## src/mx_shape_pkg.sv

```systemverilog
package mx_shape_pkg;

  // Matrix shape
  localparam int MX_ROWS  = 4;
  localparam int MX_COLS  = 4;
  localparam int MX_ELEMS = MX_ROWS * MX_COLS;

  localparam int MX_ELEM_W = 16;

  // Inner dimension field, legal values 1 to MX_ROWS
  localparam int MX_DIM_W = 3;

  typedef logic signed [MX_ELEM_W-1:0] mx_elem_t;

  typedef mx_elem_t [MX_COLS-1:0] mx_row_t;

  // Row 0 column 0 sits in the low bits, index is row*MX_COLS+col
  typedef mx_row_t [MX_ROWS-1:0] mx_matrix_t;

  typedef logic [MX_ROWS-1:0] mx_rowmask_t;
  typedef logic [MX_COLS-1:0] mx_colmask_t;

  // Same element order as mx_matrix_t
  typedef logic [MX_ELEMS-1:0] mx_mask_t;

endpackage
```

## src/mx_isa_pkg.sv

```systemverilog
package mx_isa_pkg;

  typedef enum logic [1:0] {
    OP_ADD    = 2'd0,
    OP_SUB    = 2'd1,
    OP_EWMUL  = 2'd2,
    OP_MATMUL = 2'd3
  } mx_op_e;

  // Pipeline depth of the element datapath
  localparam int MX_ADD_LAT = 1;
  localparam int MX_MUL_LAT = 2;

  // ****************************************
  // Instruction word
  // ****************************************
  typedef struct packed {
    logic [mx_shape_pkg::MX_DIM_W-1:0] inner_dim;
    mx_shape_pkg::mx_rowmask_t         row_mask;
    mx_shape_pkg::mx_colmask_t         col_mask;
    logic                              init_acc;
    mx_op_e                            op;
  } mx_inst_t;

  // ****************************************
  // One issued step
  // ****************************************
  typedef struct packed {
    logic                      valid;
    mx_op_e                    op;
    logic                      first;
    logic                      last;
    logic                      init_acc;
    mx_shape_pkg::mx_rowmask_t row_mask;
    mx_shape_pkg::mx_colmask_t col_mask;
  } mx_step_t;

endpackage

```

## src/mx_step_ctrl.sv

```systemverilog
`timescale 1ns/10ps

module mx_step_ctrl
  import mx_shape_pkg::*;
  import mx_isa_pkg::*;
(
  input  logic     dca_port_22,
  input  logic     dca_port_18,
  input  logic     i_clear,
  input  logic     i_start,
  input  mx_inst_t i_inst,
  input  logic     i_last_done,
  output logic     o_load,
  output mx_step_t o_step,
  output logic     o_busy,
  output logic     o_done
);

  typedef enum logic {
    ST_IDLE,
    ST_RUN
  } state_e;

  state_e              state_q;
  mx_step_t            step_q;
  mx_step_t            first_step;
  logic [MX_DIM_W-1:0] cnt_q;
  logic [MX_DIM_W-1:0] cnt_nxt;
  logic [MX_DIM_W-1:0] dim_q;
  logic                done_q;
  logic                accept;

  assign accept  = i_start && (state_q == ST_IDLE) && !i_clear;
  assign cnt_nxt = cnt_q + 1'b1;

  always_comb
  begin
    first_step.valid    = 1'b1;
    first_step.op       = i_inst.op;
    first_step.first    = 1'b1;
    // Element-wise ops issue one step only
    first_step.last     = (i_inst.op != OP_MATMUL) || (i_inst.inner_dim == MX_DIM_W'(1));
    first_step.init_acc = i_inst.init_acc;
    first_step.row_mask = i_inst.row_mask;
    first_step.col_mask = i_inst.col_mask;
  end

  always_ff @(posedge dca_port_22)
  begin
    if (accept)
      dim_q <= i_inst.inner_dim;
  end

  // ****************************************
  // Idle/run sequencer
  // ****************************************
  always_ff @(posedge dca_port_22 or negedge dca_port_18)
  begin
    if (!dca_port_18)
    begin
      state_q <= ST_IDLE;
      step_q  <= '0;
      cnt_q   <= '0;
      done_q  <= 1'b0;
    end
    else if (i_clear)
    begin
      state_q      <= ST_IDLE;
      step_q.valid <= 1'b0;
      done_q       <= 1'b0;
    end
    else
    begin
      done_q <= 1'b0;
      case (state_q)
        ST_IDLE:
        begin
          if (accept)
          begin
            state_q <= ST_RUN;
            step_q  <= first_step;
            cnt_q   <= MX_DIM_W'(1);
          end
        end
        ST_RUN:
        begin
          if (step_q.valid)
          begin
            if (step_q.last)
              step_q.valid <= 1'b0;
            else
            begin
              step_q.first <= 1'b0;
              step_q.last  <= (cnt_nxt == dim_q);
              cnt_q        <= cnt_nxt;
            end
          end
          // Final result is written on this edge
          if (i_last_done)
          begin
            state_q <= ST_IDLE;
            done_q  <= 1'b1;
          end
        end
      endcase
    end
  end

  assign o_load = accept;
  assign o_step = step_q;
  assign o_busy = (state_q == ST_RUN);
  assign o_done = done_q;

  // ****************************************
  // Checks
  // ****************************************
  a_start_idle: assert property (@(posedge dca_port_22) disable iff (!dca_port_18)
    i_start |-> !o_busy)
    else $error("i_start while busy");

  a_dim_legal: assert property (@(posedge dca_port_22) disable iff (!dca_port_18)
    accept && (i_inst.op == OP_MATMUL) |-> i_inst.inner_dim inside {[1:MX_ROWS]})
    else $error("illegal inner dimension %0d", i_inst.inner_dim);

endmodule

```

## config.mk

```make
export PLATFORM = sky130hd
export DESIGN_NAME = mx_step_ctrl
export DESIGN_NICKNAME = d
export VERILOG_FILES = /design/src/mx_shape_pkg.sv /design/src/mx_isa_pkg.sv /design/src/mx_step_ctrl.sv
export SDC_FILE = /design/constraint.sdc
export NUM_CORES = 1
export LEC_CHECK = 0
export BUFFER_PORTS_ARGS = -buffer_cell sky130_fd_sc_hd__buf_2
export CAP_MARGIN = 20
export CELL_PAD_IN_SITES_DETAIL_PLACEMENT = 0
export CELL_PAD_IN_SITES_GLOBAL_PLACEMENT = 1
export CORE_MARGIN = 4
export CORE_UTILIZATION = 37
export DETAILED_ROUTE_END_ITERATION = 7
export GPL_ROUTABILITY_DRIVEN = 1
export GPL_TIMING_DRIVEN = 0
export PLACE_DENSITY_LB_ADDON = 0.1
export SYNTH_ARGS = -nofsm -noshare
export SYNTH_HDL_FRONTEND = slang
export SYNTH_SLANG_ARGS = --single-unit
```

## constraint.sdc

```tcl
create_clock -name dca_port_22 -period 1.8 [get_ports dca_port_22]
set_input_delay 0.09 -clock dca_port_22 [delete_from_list [all_inputs] [get_ports dca_port_22]]
set_output_delay 0.09 -clock dca_port_22 [all_outputs]
set_load 0.02 [all_outputs]
```

==> reports/metrics.csv <==
stage,metric,value,unit
finish,proportion of layout cells with a drive suffix above 1,0.475,
power,Leakage Power,0.607,nW
drt,vias,688,
critical_path,Worst Path Buf+Inv,3,
synthesis,"Avg Cell Area, Syn",13.7,um^2
power,Total Power,1.33,mW
grt,largest net degree at the start of global routing,20,
timing,Worst Tran Pin Value,0.430,ns
drt,DR iter-0 viols,5,
critical_path,R2R Setup Slk,0.26,ns
timing,Max Slew Vio Count,0,
hold_path,WHS Path Cells,2,
synthesis,sequential area share after synthesis,0.589,
synthesis,post-synthesis net count,90,
finish,diode count,0,
place,routability cong.,0.713,
cts,H-tree Lvls,1,
grt,first-pass GRT wire length,3170,um
timing,Post-Route Skew,0.00243,ns
critical_path,FF-to-FF path depth,5,
critical_path,CP max stage delay,0.47,ns
timing,Final Cycle Share,0.942,
grt,initial antenna violation count,0,
synthesis,ranking of synthesized cells by area,"dfrtp_1 50%, edfxtp_1 9.4%, mux2_4 9.4%",
timing,final setup fails,0,
power,pwr dens,1030,mW/mm^2
timing,Rel. slew slack,0.713,
finish,Layout fillers,244,
place,Post-DP HPWL,1360,um
finish,Layout Nets,139,
grt,vias in the first global route,709,
critical_path,"Max stage delay cell, worst path",dfrtp_2,
finish,post-layout util,0.521,
cts,total CTS buffers,3,
floorplan,Initial Utilization,0.387,
grt,grt total ovfl,0,
timing,RSZ-0062 raised after global routing,no,
critical_path,startpoint types,register,
floorplan,Die ar.,0.00347,mm^2
synthesis,"area leader, netlist",dfrtp_1,
cts,CTS root buf,clkbuf_4,
drt,final WL,1890,um
synthesis,Synth top area share,0.495,
drt,DRT antenna net count,0,
critical_path,crit path cell chain,"nand2b_4, or2_4, inv_6, buf_12, buf_2",
floorplan,Site Rows,18,
cts,CTS tree,built,
cts,TritonCTS sink count,22,
drt,routed vias/inst,4.65,
critical_path,Worst EP required,1.71,ns
timing,"Hold Vio Cnt, Final",0,
cts,clock insertion delay at the later pin of the skew report,0.30,ns
cts,"CTS clk-pin slew, worst paths",0.12,ns
synthesis,Yosys warnings,0,
grt,Tot GR Track Use,0.123,
critical_path,element type at the critical path end,primary output,
run,max-capacitance violation count,0,
critical_path,reg2reg start,o_busy$_DFF_PN0_,
drt,WL/cell,12.8,um
hold_path,worst hold endpoint,o_step[1]$_DFFE_PN0P_,
hold_path,HP Class,in -> reg,
synthesis,register bit total from synthesis,22,
cts,buffer depth of the longest clock path,2,
timing,worst hold slack,0.0150,ns
timing,Fmax achieved,0.590,GHz
critical_path,Top delay family on crit path,flip-flops,
power,VDD IR-drop max,0.000555,V
floorplan,I/O pins,36,
place,Port Buf Inserts,35,
floorplan,Core Box Area,0.00248,mm^2
drt,Residual DRC,0,
hold_path,hold_sp,i_inst[4],
drt,DR pass1 iterations,2,
finish,Layout area overhead,34.4,%
critical_path,Worst R2R End,o_step[8]$_DFFE_PN0P_,
critical_path,Critical Path AT,1.61,ns
synthesis,post-synthesis cell count,70,
synthesis,Mapped Area,960,um^2
floorplan,Die Y,58.9,um
floorplan,die width,58.9,um
critical_path,Crit Path Category,reg -> out,
status,status,completed,
timing,Setup TNS,0,ns
synthesis,post-synth cell types,24,
critical_path,CP max FO,13,
timing,final critical-path required period,1.70,ns
-- state kept, by name (all words and copies together), names as in the netlist --
register  flops
cnt_q         3
dim_q         3
o_busy        1
o_done        1
o_step       14
-- area by class of cell --
| cell class | count | area, um^2 | share of cell area |
|---|---|---|---|
| sequential | 22 | 567 | 0.439 |
| multi-input combinational | 46 | 365 | 0.283 |
| timing repair buffer | 44 | 265 | 0.206 |
| tap | 30 | 37.5 | 0.0291 |
| clock buffer | 4 | 26.3 | 0.0204 |
| buffer | 1 | 20.0 | 0.0155 |
| inverter | 1 | 8.76 | 0.00679 |
-- kinds of logic (layout without fill, tap and decap cells) --
kind of cell    count (synthesis)  in the layout  share of synthesized area
flops                          22             22                      0.589
simple gates                   18             18                     0.0965
compound gates                 12             12                     0.0822
mux                            11             11                      0.153
xor+xnor                        4              4                     0.0365
buf+inv                         2             50                     0.0300
fa+ha+maj                       1              1                     0.0130
-- layout by cell type, fill, tap and decap left out, types with 2 or more instances in the layout --
| master | netlist | layout |
|---|---|---|
| buf_2 | 0 | 35 |
| dfrtp_1 | 19 | 18 |
| dlygate4sd3_1 | 0 | 9 |
| nand2_1 | 7 | 7 |
| mux2_4 | 6 | 6 |
| nor2_1 | 5 | 5 |
| mux2_2 | 5 | 5 |
| o21ai_0 | 4 | 4 |
| xnor2_1 | 3 | 3 |
| clkbuf_4 | 0 | 3 |
| edfxtp_1 | 3 | 3 |
| nand2b_1 | 2 | 2 |
| a21oi_1 | 2 | 2 |
-- power by group --
group / switching [mW] / internal [mW]
clock network: 0.141 / 0.0863
logic: 0.219 / 0.222
registers: 0.0637 / 0.599
total: 0.424 / 0.907
-- routing by layer --
metal	global-route usage	wire, um	part of all wire
met4	0.0583	19	0.010
met5	0	0	0
met2	0.196	890	0.47
met3	0.0241	118	0.062
met1	0.160	865	0.46
-- worst register-to-register path, stage by stage (launching register included) --
cell and delay [ns]:
dfrtp_2 0.47, nand2b_4 0.16, or2_4 0.26, inv_6 0.09, buf_12 0.14, mux2_4 0.31
-- metrics by stage --
stage          cells  setup WS, ns  instance area, um^2
6_report         148         0.104                 1290
2_1_floorplan     70         0.235                  960
4_1_cts          146        0.0516                 1270
3_5_place_dp     135         0.241                 1170
5_1_grt          148        0.0169                 1290
3_3_place_gp     135         0.251                 1170
-- cells in the mapped netlist --
cell type	number
dfrtp_1	19
nand2_1	7
mux2_4	6
mux2_2	5
nor2_1	5
o21ai_0	4
edfxtp_1	3
xnor2_1	3
a21oi_1	2
nand2b_1	2
a21o_2	1
a31oi_1	1
buf_12	1
ha_1	1
inv_6	1
nand2b_4	1
nand3_1	1
nand3b_1	1
o21ai_2	1
o21bai_1	1
o31ai_1	1
o32a_1	1
or2_4	1
xor2_1	1
-- what timing repair did --
| action | 4_1_cts | 5_1_grt |
|---|---|---|
| setup endpoints to repair | 0 | 1 |
| hold endpoints to repair | 26 | 2 |
| hold buffers | 7 | 2 |
| setup buffers | 0 | 0 |
| resized for setup | 0 | 1 |
-- how the worst max path moves through the flow --
stage | startpoint | end | slack (ns) | depth (start not counted)
6_report | o_busy$_DFF_PN0_ | o_load | 0.10 | 5
5_1_grt | o_busy$_DFF_PN0_ | o_load | 0.02 | 5
4_1_cts | o_busy$_DFF_PN0_ | o_load | 0.05 | 5
3_5_place_dp | o_busy$_DFF_PN0_ | o_step[7]$_DFFE_PN0P_ | 0.24 | 5
3_3_place_gp | o_busy$_DFF_PN0_ | o_step[8]$_DFFE_PN0P_ | 0.25 | 5
2_1_floorplan | o_busy$_DFF_PN0_ | o_step[12]$_DFFE_PN0P_ | 0.23 | 5
Power figures use the tool's default switching activity.
