`src/mx_shape_pkg.sv`:
```
package mx_shape_pkg;

  // Matrix shape
  localparam int MX_ROWS  = 4;
  localparam int MX_COLS  = 4;
  localparam int MX_ELEMS = MX_ROWS * MX_COLS;

  localparam int MX_ELEM_W = 16;

  // Inner dimension field, legal values 1 to MX_ROWS
  localparam int MX_DIM_W = 3;

  typedef logic signed [MX_ELEM_W-1:0] mx_elem_t;

  typedef mx_elem_t [MX_COLS-1:0] mx_row_t;

  // Row 0 column 0 sits in the low bits, index is row*MX_COLS+col
  typedef mx_row_t [MX_ROWS-1:0] mx_matrix_t;

  typedef logic [MX_ROWS-1:0] mx_rowmask_t;
  typedef logic [MX_COLS-1:0] mx_colmask_t;

  // Same element order as mx_matrix_t
  typedef logic [MX_ELEMS-1:0] mx_mask_t;

endpackage
```
`src/mx_isa_pkg.sv`:
```
package mx_isa_pkg;

  typedef enum logic [1:0] {
    OP_ADD    = 2'd0,
    OP_SUB    = 2'd1,
    OP_EWMUL  = 2'd2,
    OP_MATMUL = 2'd3
  } mx_op_e;

  // Pipeline depth of the element datapath
  localparam int MX_ADD_LAT = 1;
  localparam int MX_MUL_LAT = 2;

  // ****************************************
  // Instruction word
  // ****************************************
  typedef struct packed {
    logic [mx_shape_pkg::MX_DIM_W-1:0] inner_dim;
    mx_shape_pkg::mx_rowmask_t         row_mask;
    mx_shape_pkg::mx_colmask_t         col_mask;
    logic                              init_acc;
    mx_op_e                            op;
  } mx_inst_t;

  // ****************************************
  // One issued step
  // ****************************************
  typedef struct packed {
    logic                      valid;
    mx_op_e                    op;
    logic                      first;
    logic                      last;
    logic                      init_acc;
    mx_shape_pkg::mx_rowmask_t row_mask;
    mx_shape_pkg::mx_colmask_t col_mask;
  } mx_step_t;

endpackage

```
`src/mx_operand_buf.sv`:
```
`timescale 1ns/10ps

module mx_operand_buf
  import mx_shape_pkg::*;
  import mx_isa_pkg::*;
(
  input  logic       dca_port_22,
  input  logic       dca_port_18,
  input  logic       i_load,
  input  mx_step_t   i_step,
  input  mx_matrix_t i_lhs,
  input  mx_matrix_t i_rhs,
  output mx_matrix_t o_lhs_op,
  output mx_matrix_t o_rhs_op
);

  mx_matrix_t a_q;
  mx_matrix_t b_q;
  logic       loaded_q;
  logic       shift;
  logic       sel;

  assign shift = i_step.valid && (i_step.op == OP_MATMUL) && !i_step.first;

  // Registers shift one step late, so later steps read one column/row ahead
  assign sel = shift;

  // ****************************************
  // Operand storage
  // ****************************************
  always_ff @(posedge dca_port_22)
  begin
    if (i_load)
    begin
      a_q <= i_lhs;
      b_q <= i_rhs;
    end
    else if (shift)
    begin
      for (int r = 0; r < MX_ROWS; r++)
      begin
        a_q[r] <= {mx_elem_t'(0), a_q[r][MX_COLS-1:1]};
      end
      b_q <= {mx_row_t'(0), b_q[MX_ROWS-1:1]};
    end
  end

  always_ff @(posedge dca_port_22 or negedge dca_port_18)
  begin
    if (!dca_port_18)
      loaded_q <= 1'b0;
    else if (i_load)
      loaded_q <= 1'b1;
  end

  // ****************************************
  // Operand view
  // ****************************************
  always_comb
  begin
    o_lhs_op = a_q;
    o_rhs_op = b_q;
    if (i_step.op == OP_MATMUL)
    begin
      // Outer product broadcast
      for (int r = 0; r < MX_ROWS; r++)
      begin
        for (int c = 0; c < MX_COLS; c++)
        begin
          o_lhs_op[r][c] = a_q[r][sel];
          o_rhs_op[r][c] = b_q[sel][c];
        end
      end
    end
  end

  a_shift_loaded: assert property (@(posedge dca_port_22) disable iff (!dca_port_18)
    shift |-> loaded_q)
    else $error("operand shift before any load");

endmodule

```
`config.mk`:
```
export PLATFORM = sky130hd
export DESIGN_NAME = mx_operand_buf
export DESIGN_NICKNAME = d
export VERILOG_FILES = /design/src/mx_shape_pkg.sv /design/src/mx_isa_pkg.sv /design/src/mx_operand_buf.sv
export SDC_FILE = /design/constraint.sdc
export NUM_CORES = 1
export LEC_CHECK = 0
export ABC_AREA = 1
export BUFFER_PORTS_ARGS = -buffer_cell sky130_fd_sc_hd__clkbuf_2
export CAP_MARGIN = 40
export CORE_AREA = 2 2 406 408
export DETAILED_ROUTE_END_ITERATION = 12
export DIE_AREA = 0 0 408 410
export GPL_TIMING_DRIVEN = 0
export PLACE_DENSITY = 0.36
export REMOVE_ABC_BUFFERS = 1
export SETUP_SLACK_MARGIN = 0.4
export SYNTH_ARGS = -nofsm -noshare
export SYNTH_HDL_FRONTEND = slang
export SYNTH_SLANG_ARGS = --single-unit
```
`constraint.sdc`:
```
create_clock -name dca_port_22 -period 16.2 [get_ports dca_port_22]
set_clock_uncertainty 0.2 [all_clocks]
set_input_delay 0 -clock dca_port_22 [delete_from_list [all_inputs] [get_ports dca_port_22]]
set_output_delay 0 -clock dca_port_22 [all_outputs]
set_load 0.02 [all_outputs]
```
==> metrics.yaml, run 1 <==
min_path:
  min_path_type: "in -> reg"
routing:
  drt_iter0_drc: 1635
  routedWlPerCell_microns: 17.5
  vias: 31600
  routed_via_density: 3.94
  first_pass_iters: 5
  drc: 0
  drt_wl_total_microns: 141000
  antenna_left: 0
final_layout:
  drive_above_1_share_pct: 20.2
  final_nets: 6283
  finish.instance_area_sq_um: 49000
  area_growth_pct: 73.0
  postLayoutCoreUtil_pct: 30.0
  fill_cells: 17900
  stdcell_count: 8015
power:
  p_leak_nw: 25.3
  finalPower_w: 0.00433
  power_density_nw_per_um2: 88.3
  ir_worst_vdd_uv: 70.1
die:
  core_sq_um: 163000
  dieWidth_microns: 408
  initial_core_util_pct: 17.3
  die_h_microns: 410
  rows: 149
  dieArea_sq_um: 167000
  ios: 1041
global_route:
  grt_overflow: 0
  grt_pass1_vias: 31600
  antenna_found_initial: 37
  grt_max_degree: 132
  grtUsageTotal_pct: 16.3
  grt_pass1_wl_microns: 207000
timing:
  period_share_pct: 27.3
  timing.fmax_ghz: 0.226
  hold_viol_final: 0
  finalSetupViolCount: 0
  finalMaxSlewViolations: 0
  slew-limit-headroom_pct: 48.2
  tightest_slew_ns: 0.778
  fin_crit_ns: 4.43
  rsz0062_at_grt: "false"
placed_design:
  port_buffers: 1029
  place_area_sq_um: 36300
  placed_cells: 6825
  hpwl_microns: 99100
  gp_congestion: 0.828
synth:
  synth_area_sq_um: 28300
  yosysMostFrequentCell: "nand2_1"
  synth_top_area_cell: "edfxtp_1"
  synth.distinct_cells: 14
  synth_edf_count: 512
  synth-main-ff-cell: "edfxtp_1"
  synth-seq-area-share_pct: 54.2
  synth_commonest_cells: "2,232 x nand2_1, 512 x edfxtp_1, 437 x inv_1"
  syn_inst: 3785
  synth_warnings: 0
  ys_async_sr_fraction_pct: 0
  synth_top_area_share_pct: 54.2
  synth_area_per_cell_sq_um: 7.49
  ys_ff_latch: 512
  synth.area.top_cells: "edfxtp_1 54%, nand2_1 30%, inv_1 5.8%"
status:
  status: "completed"
setup_path:
  path_max_fanout: 59
  start_kind: "input pin"
  arrival_ns: 4.56
  cp_cell_sequence: "clkbuf_2 > nand2_4 > buf_16 > buf_16 > inv_8 > buf_16 > buf_16 > nand2_4 > buf_16 > nand2_4 > buf_16 > buf_16 > buf_16"
  path_common_cell: "buf_16"
  required_ns: 16.33
  crit_type: "in -> reg"
  worstSetupEndpointType: "flop"
  crit_slowest_cell: "nand2_4"
  cpPeakStageDelay_ns: 0.59
clocking:
  htree_num_levels: 3
  clockBufferDepth: 3
  cts_setup_buffers: 0
  clk_latency_ns: 0.66
  cts_tree: "done"
  numClockSinks: 512
  cts_buffers: 74
  cts.clk_slew.worst_paths_ns: 0.05
  post_cts_resized: 0
  cts_root_buf: "clkbuf_16"
run:
  cap_violations: 0
layer usage:
layer  GRT usage (%)  vias up  part of all wire, %
met5               0        -                 0.12
met2            28.0      881                   48
li1                -    15700                    -
met4            4.34       28                  2.2
met1            20.1    14800                   43
met3            4.13      176                  6.2
cell type report:
type | count | area [sq um] | area share (%)
inverters | 440 | 1670 | 3.40
clock buffers | 98 | 1980 | 4.05
well taps | 2189 | 2740 | 5.59
repair buffers | 2109 | 16600 | 33.8
clock inverters | 30 | 285 | 0.582
multi-input cells | 2617 | 10300 | 21.1
flip-flops and latches | 512 | 15400 | 31.4
diodes | 20 | 50.0 | 0.102
cell families (layout without fill, tap and decap cells):
family                 Yosys count  in the layout  share of synthesized area (%)
AO/OA/AOI/OAI                  256            256                           4.52
buffers and inverters          656           2677                           9.38
flip-flops                     512            512                           54.2
other                            0             20                              0
AND/OR/NAND/NOR               2361           2361                           31.9
repair_timing:
item	in CTS	in global routing
endpoints found under the hold margin	512	0
endpoints found under the setup margin	0	0
hold buffers	1042	0
per-stage QoR:
stage                     TNS [ns]  hold WS (ns)  worst slack (ns)
final                            0        0.0484             11.77
after global routing             0        0.0282             11.40
after CTS                        0       0.00186             11.64
after detailed placement         0        0.0588             10.89
after global placement           -        0.0565            -75.38
after floorplan           -9791.06       -0.0316            -18.70
path summary, 6_finish.rpt:
check | startpoint | endpoint | slack, ns | cells after the start
worst max-delay path | i_step[12] | b_q[210] | 11.77 | 13
worst min-delay path | i_rhs[240] | b_q[240] | 0.05 | 4
worst max register to register | b_q[96] | b_q[32] | 14.59 | 3
worst min register to register | a_q[44] | a_q[28] | 0.32 | 2
critical path: cells and delay by family:
family	cells	cell delay (ns)
buffers and inverters	10	2.93
and+or+nand+nor	3	1.30
cells in the final DEF, fill, tap and decap left out, drive strengths merged:
master / Yosys / routed
clkinv: 1 / 22
nand2: 2232 / 2232
buf: 112 / 38
nand3: 128 / 128
clkbuf: 104 / 1127
bufinv: 0 / 2
edfxtp: 512 / 512
inv: 439 / 443
o21ai: 256 / 256
clkinvlp: 0 / 3
diode: 0 / 20
dlygate4sd3: 0 / 1042
nor2: 1 / 1
power by group:
group | switching (W) | internal, W
clock network | 0.000687 | 0.000899
registers | 0.0000567 | 0.00160
logic | 0.000654 | 0.000432
sequential cells by signal, summed over array words and instances, names as in the netlist:
register / flops
a_q: 256
b_q: 256
No activity file was read; power rests on OpenSTA's default activity.
==> run 2, diff against run 1 <==
clock period = 4.4 ns   (was 16.2 ns; I/O delays follow)
==> metrics.yaml, run 2 (synthesis results as in run 1) <==
status:
  status: "completed"
power:
  power_density_nw_per_um2: 325
  clkPwrFrac_pct: 36.6
  p_sw_w: 0.00516
  ir_worst_vdd_uv: 259
  combPwrFrac_pct: 25.1
  p_int_w: 0.0108
  netSwitchingFraction_pct: 32.3
  p_leak_nw: 25.3
  seqPwrFrac_pct: 38.2
global_route:
  antenna_found_initial: 37
  grtUsageTotal_pct: 16.4
  grt_overflow: 0
  grt_max_degree: 132
  grt_pass1_vias: 31600
  grt_pass1_wl_microns: 207000
routing:
  top_layer: "met5"
  routedWlPerCell_microns: 17.6
  vias: 31600
  dr_wl_met2_microns: 68100
  met1_length_microns: 60800
  drt_wl_total_microns: 141000
  first_pass_iters: 5
  routed_via_density: 3.94
  antenna_left: 0
  drt_iter0_drc: 1634
  wl_met3_microns: 9280
  drc: 0
setup_path:
  worstSetupEndpointType: "output pin"
  arrival_ns: 3.52
  regToRegSetupSlack_ns: 2.79
  start_kind: "input pin"
  crit_type: "in -> out"
  path_max_fanout: 74
  rr_endpoint: "b_q[32]"
  r2r_start: "b_q[96]"
  required_ns: 4.20
  startpoint: "i_step[12]"
  reg2reg_depth: 3
clocking:
  numClockSinks: 512
  htree_num_levels: 3
  clockBufferDepth: 3
  clk_latency_ns: 0.66
  cts_tree: "done"
  cts.clk_slew.worst_paths_ns: 0.05
  cts_buffers: 74
  cts_root_buf: "clkbuf_16"
final_layout:
  final_common_cell: "nand2_1"
  reg_top3: "a_q (256), b_q (256)"
  final_nets: 6284
  stdcell_count: 8017
  finish.instance_area_sq_um: 49100
  drive_above_1_share_pct: 20.2
  final_cell_mix: "2,228 x nand2_1, 1,042 x dlygate4sd3_1, 1,027 x clkbuf_2, 512 x edfxtp_1, 436 x inv_1"
  postLayoutCoreUtil_pct: 30.0
  area_growth_pct: 73.1
placed_design:
  gp_congestion: 0.828
  hpwl_microns: 99100
  placed_cells: 6825
  place_area_sq_um: 36300
  port_buffers: 1029
die:
  ios: 1041
  rows: 149
  initial_core_util_pct: 17.3
  core_sq_um: 163000
  dieArea_sq_um: 167000
  die_h_microns: 410
  dieWidth_microns: 408
timing:
  rsz0062_at_grt: "false"
  finalMaxSlewViolations: 0
  fin_crit_ns: 3.72
  slew-limit-headroom_pct: 48.1
  period_share_pct: 84.5
  tightest_slew_ns: 0.778
  hold_viol_final: 0
  timing.fmax_ghz: 0.269
  finalSetupViolCount: 0
min_path:
  holdPathStages: 4
  min_path_type: "in -> reg"
  worstHoldStart: "i_rhs[240]"
  min_to: "b_q[240]"
run:
  cap_violations: 0
-- run 2: cell types whose count changed in the layout (fill, tap and decap cells not counted) --
cell	delta
inv_12	+1
diode_2	+1
nand2_8	+3
o21ai_1	-1
o21ai_2	+1
inv_8	-1
nand2_4	-2
-- run 2: critical path, stage by stage --
cell and delay [ns]:
clkbuf_2 0.16, nand2_8 0.27, buf_16 0.30, buf_16 0.23
inv_12 0.25, buf_16 0.32, buf_16 0.33, nand2_8 0.21
buf_16 0.27, buf_16 0.27, o21ai_2 0.33, clkbuf_2 0.24
-- run 2: power by group through the flow --
stage	Clock (W)	Sequential [W]	Combinational, W
6_report	0.00585	0.00610	0.00401
5_1_grt	0.00624	0.00616	0.00437
4_1_cts	0.00610	0.00610	0.00407
3_5_place_dp	0	0.00620	0.00330
3_3_place_gp	0	0.00647	0.00355
2_1_floorplan	0	0.00621	0.00181
-- run 2: worst max-delay path by stage --
stage              endpoint  slack [ns]  depth (start not counted)
6_report       o_rhs_op[53]        0.68                         12
2_1_floorplan        a_q[0]      -30.50                          4
3_3_place_gp        a_q[11]      -87.18                          5
5_1_grt              b_q[8]        0.41                         13
4_1_cts        o_rhs_op[54]        0.44                         12
3_5_place_dp        b_q[40]       -0.91                         13
-- run 2: layout make-up --
type	instances	area, sq um
clock inverter	30	285
inverter	440	1670
multi-input combinational	2618	10400
fill	17900	114000
clock buffer	98	1980
timing repair buffer	2109	16600
tap	2189	2740
sequential	512	15400
antenna	21	52.6
-- run 2: metrics by stage --
stage	power (W)	TNS, ns	hold slack, ns	setup slack [ns]
4_1_cts	0.0163	0	0.00186	0.440
6_report	0.0160	0	0.0467	0.681
3_3_place_gp	0.0100	-	0.0565	-87.18
5_1_grt	0.0168	0	0.0282	0.409
3_5_place_dp	0.00950	-208.42	0.0588	-0.911
2_1_floorplan	0.00802	-	-0.0316	-30.50
-- run 2: per-layer routing --
metal | GRT usage, % | up-vias
met5 | 0 | -
met1 | 20.2 | 14800
met3 | 4.13 | 170
li1 | - | 15700
met4 | 4.21 | 28
met2 | 28.2 | 911
-- run 2: timing repair --
| action | in CTS | in global routing |
|---|---|---|
| hold buffers | 1042 | 0 |
| endpoints found under the hold margin | 512 | 0 |
| setup buffers | 0 | 0 |
| gates cloned | 1 | 0 |
| pin swaps | 1 | 0 |
| gates resized for setup | 4 | 1 |
| endpoints found under the setup margin | 300 | 75 |
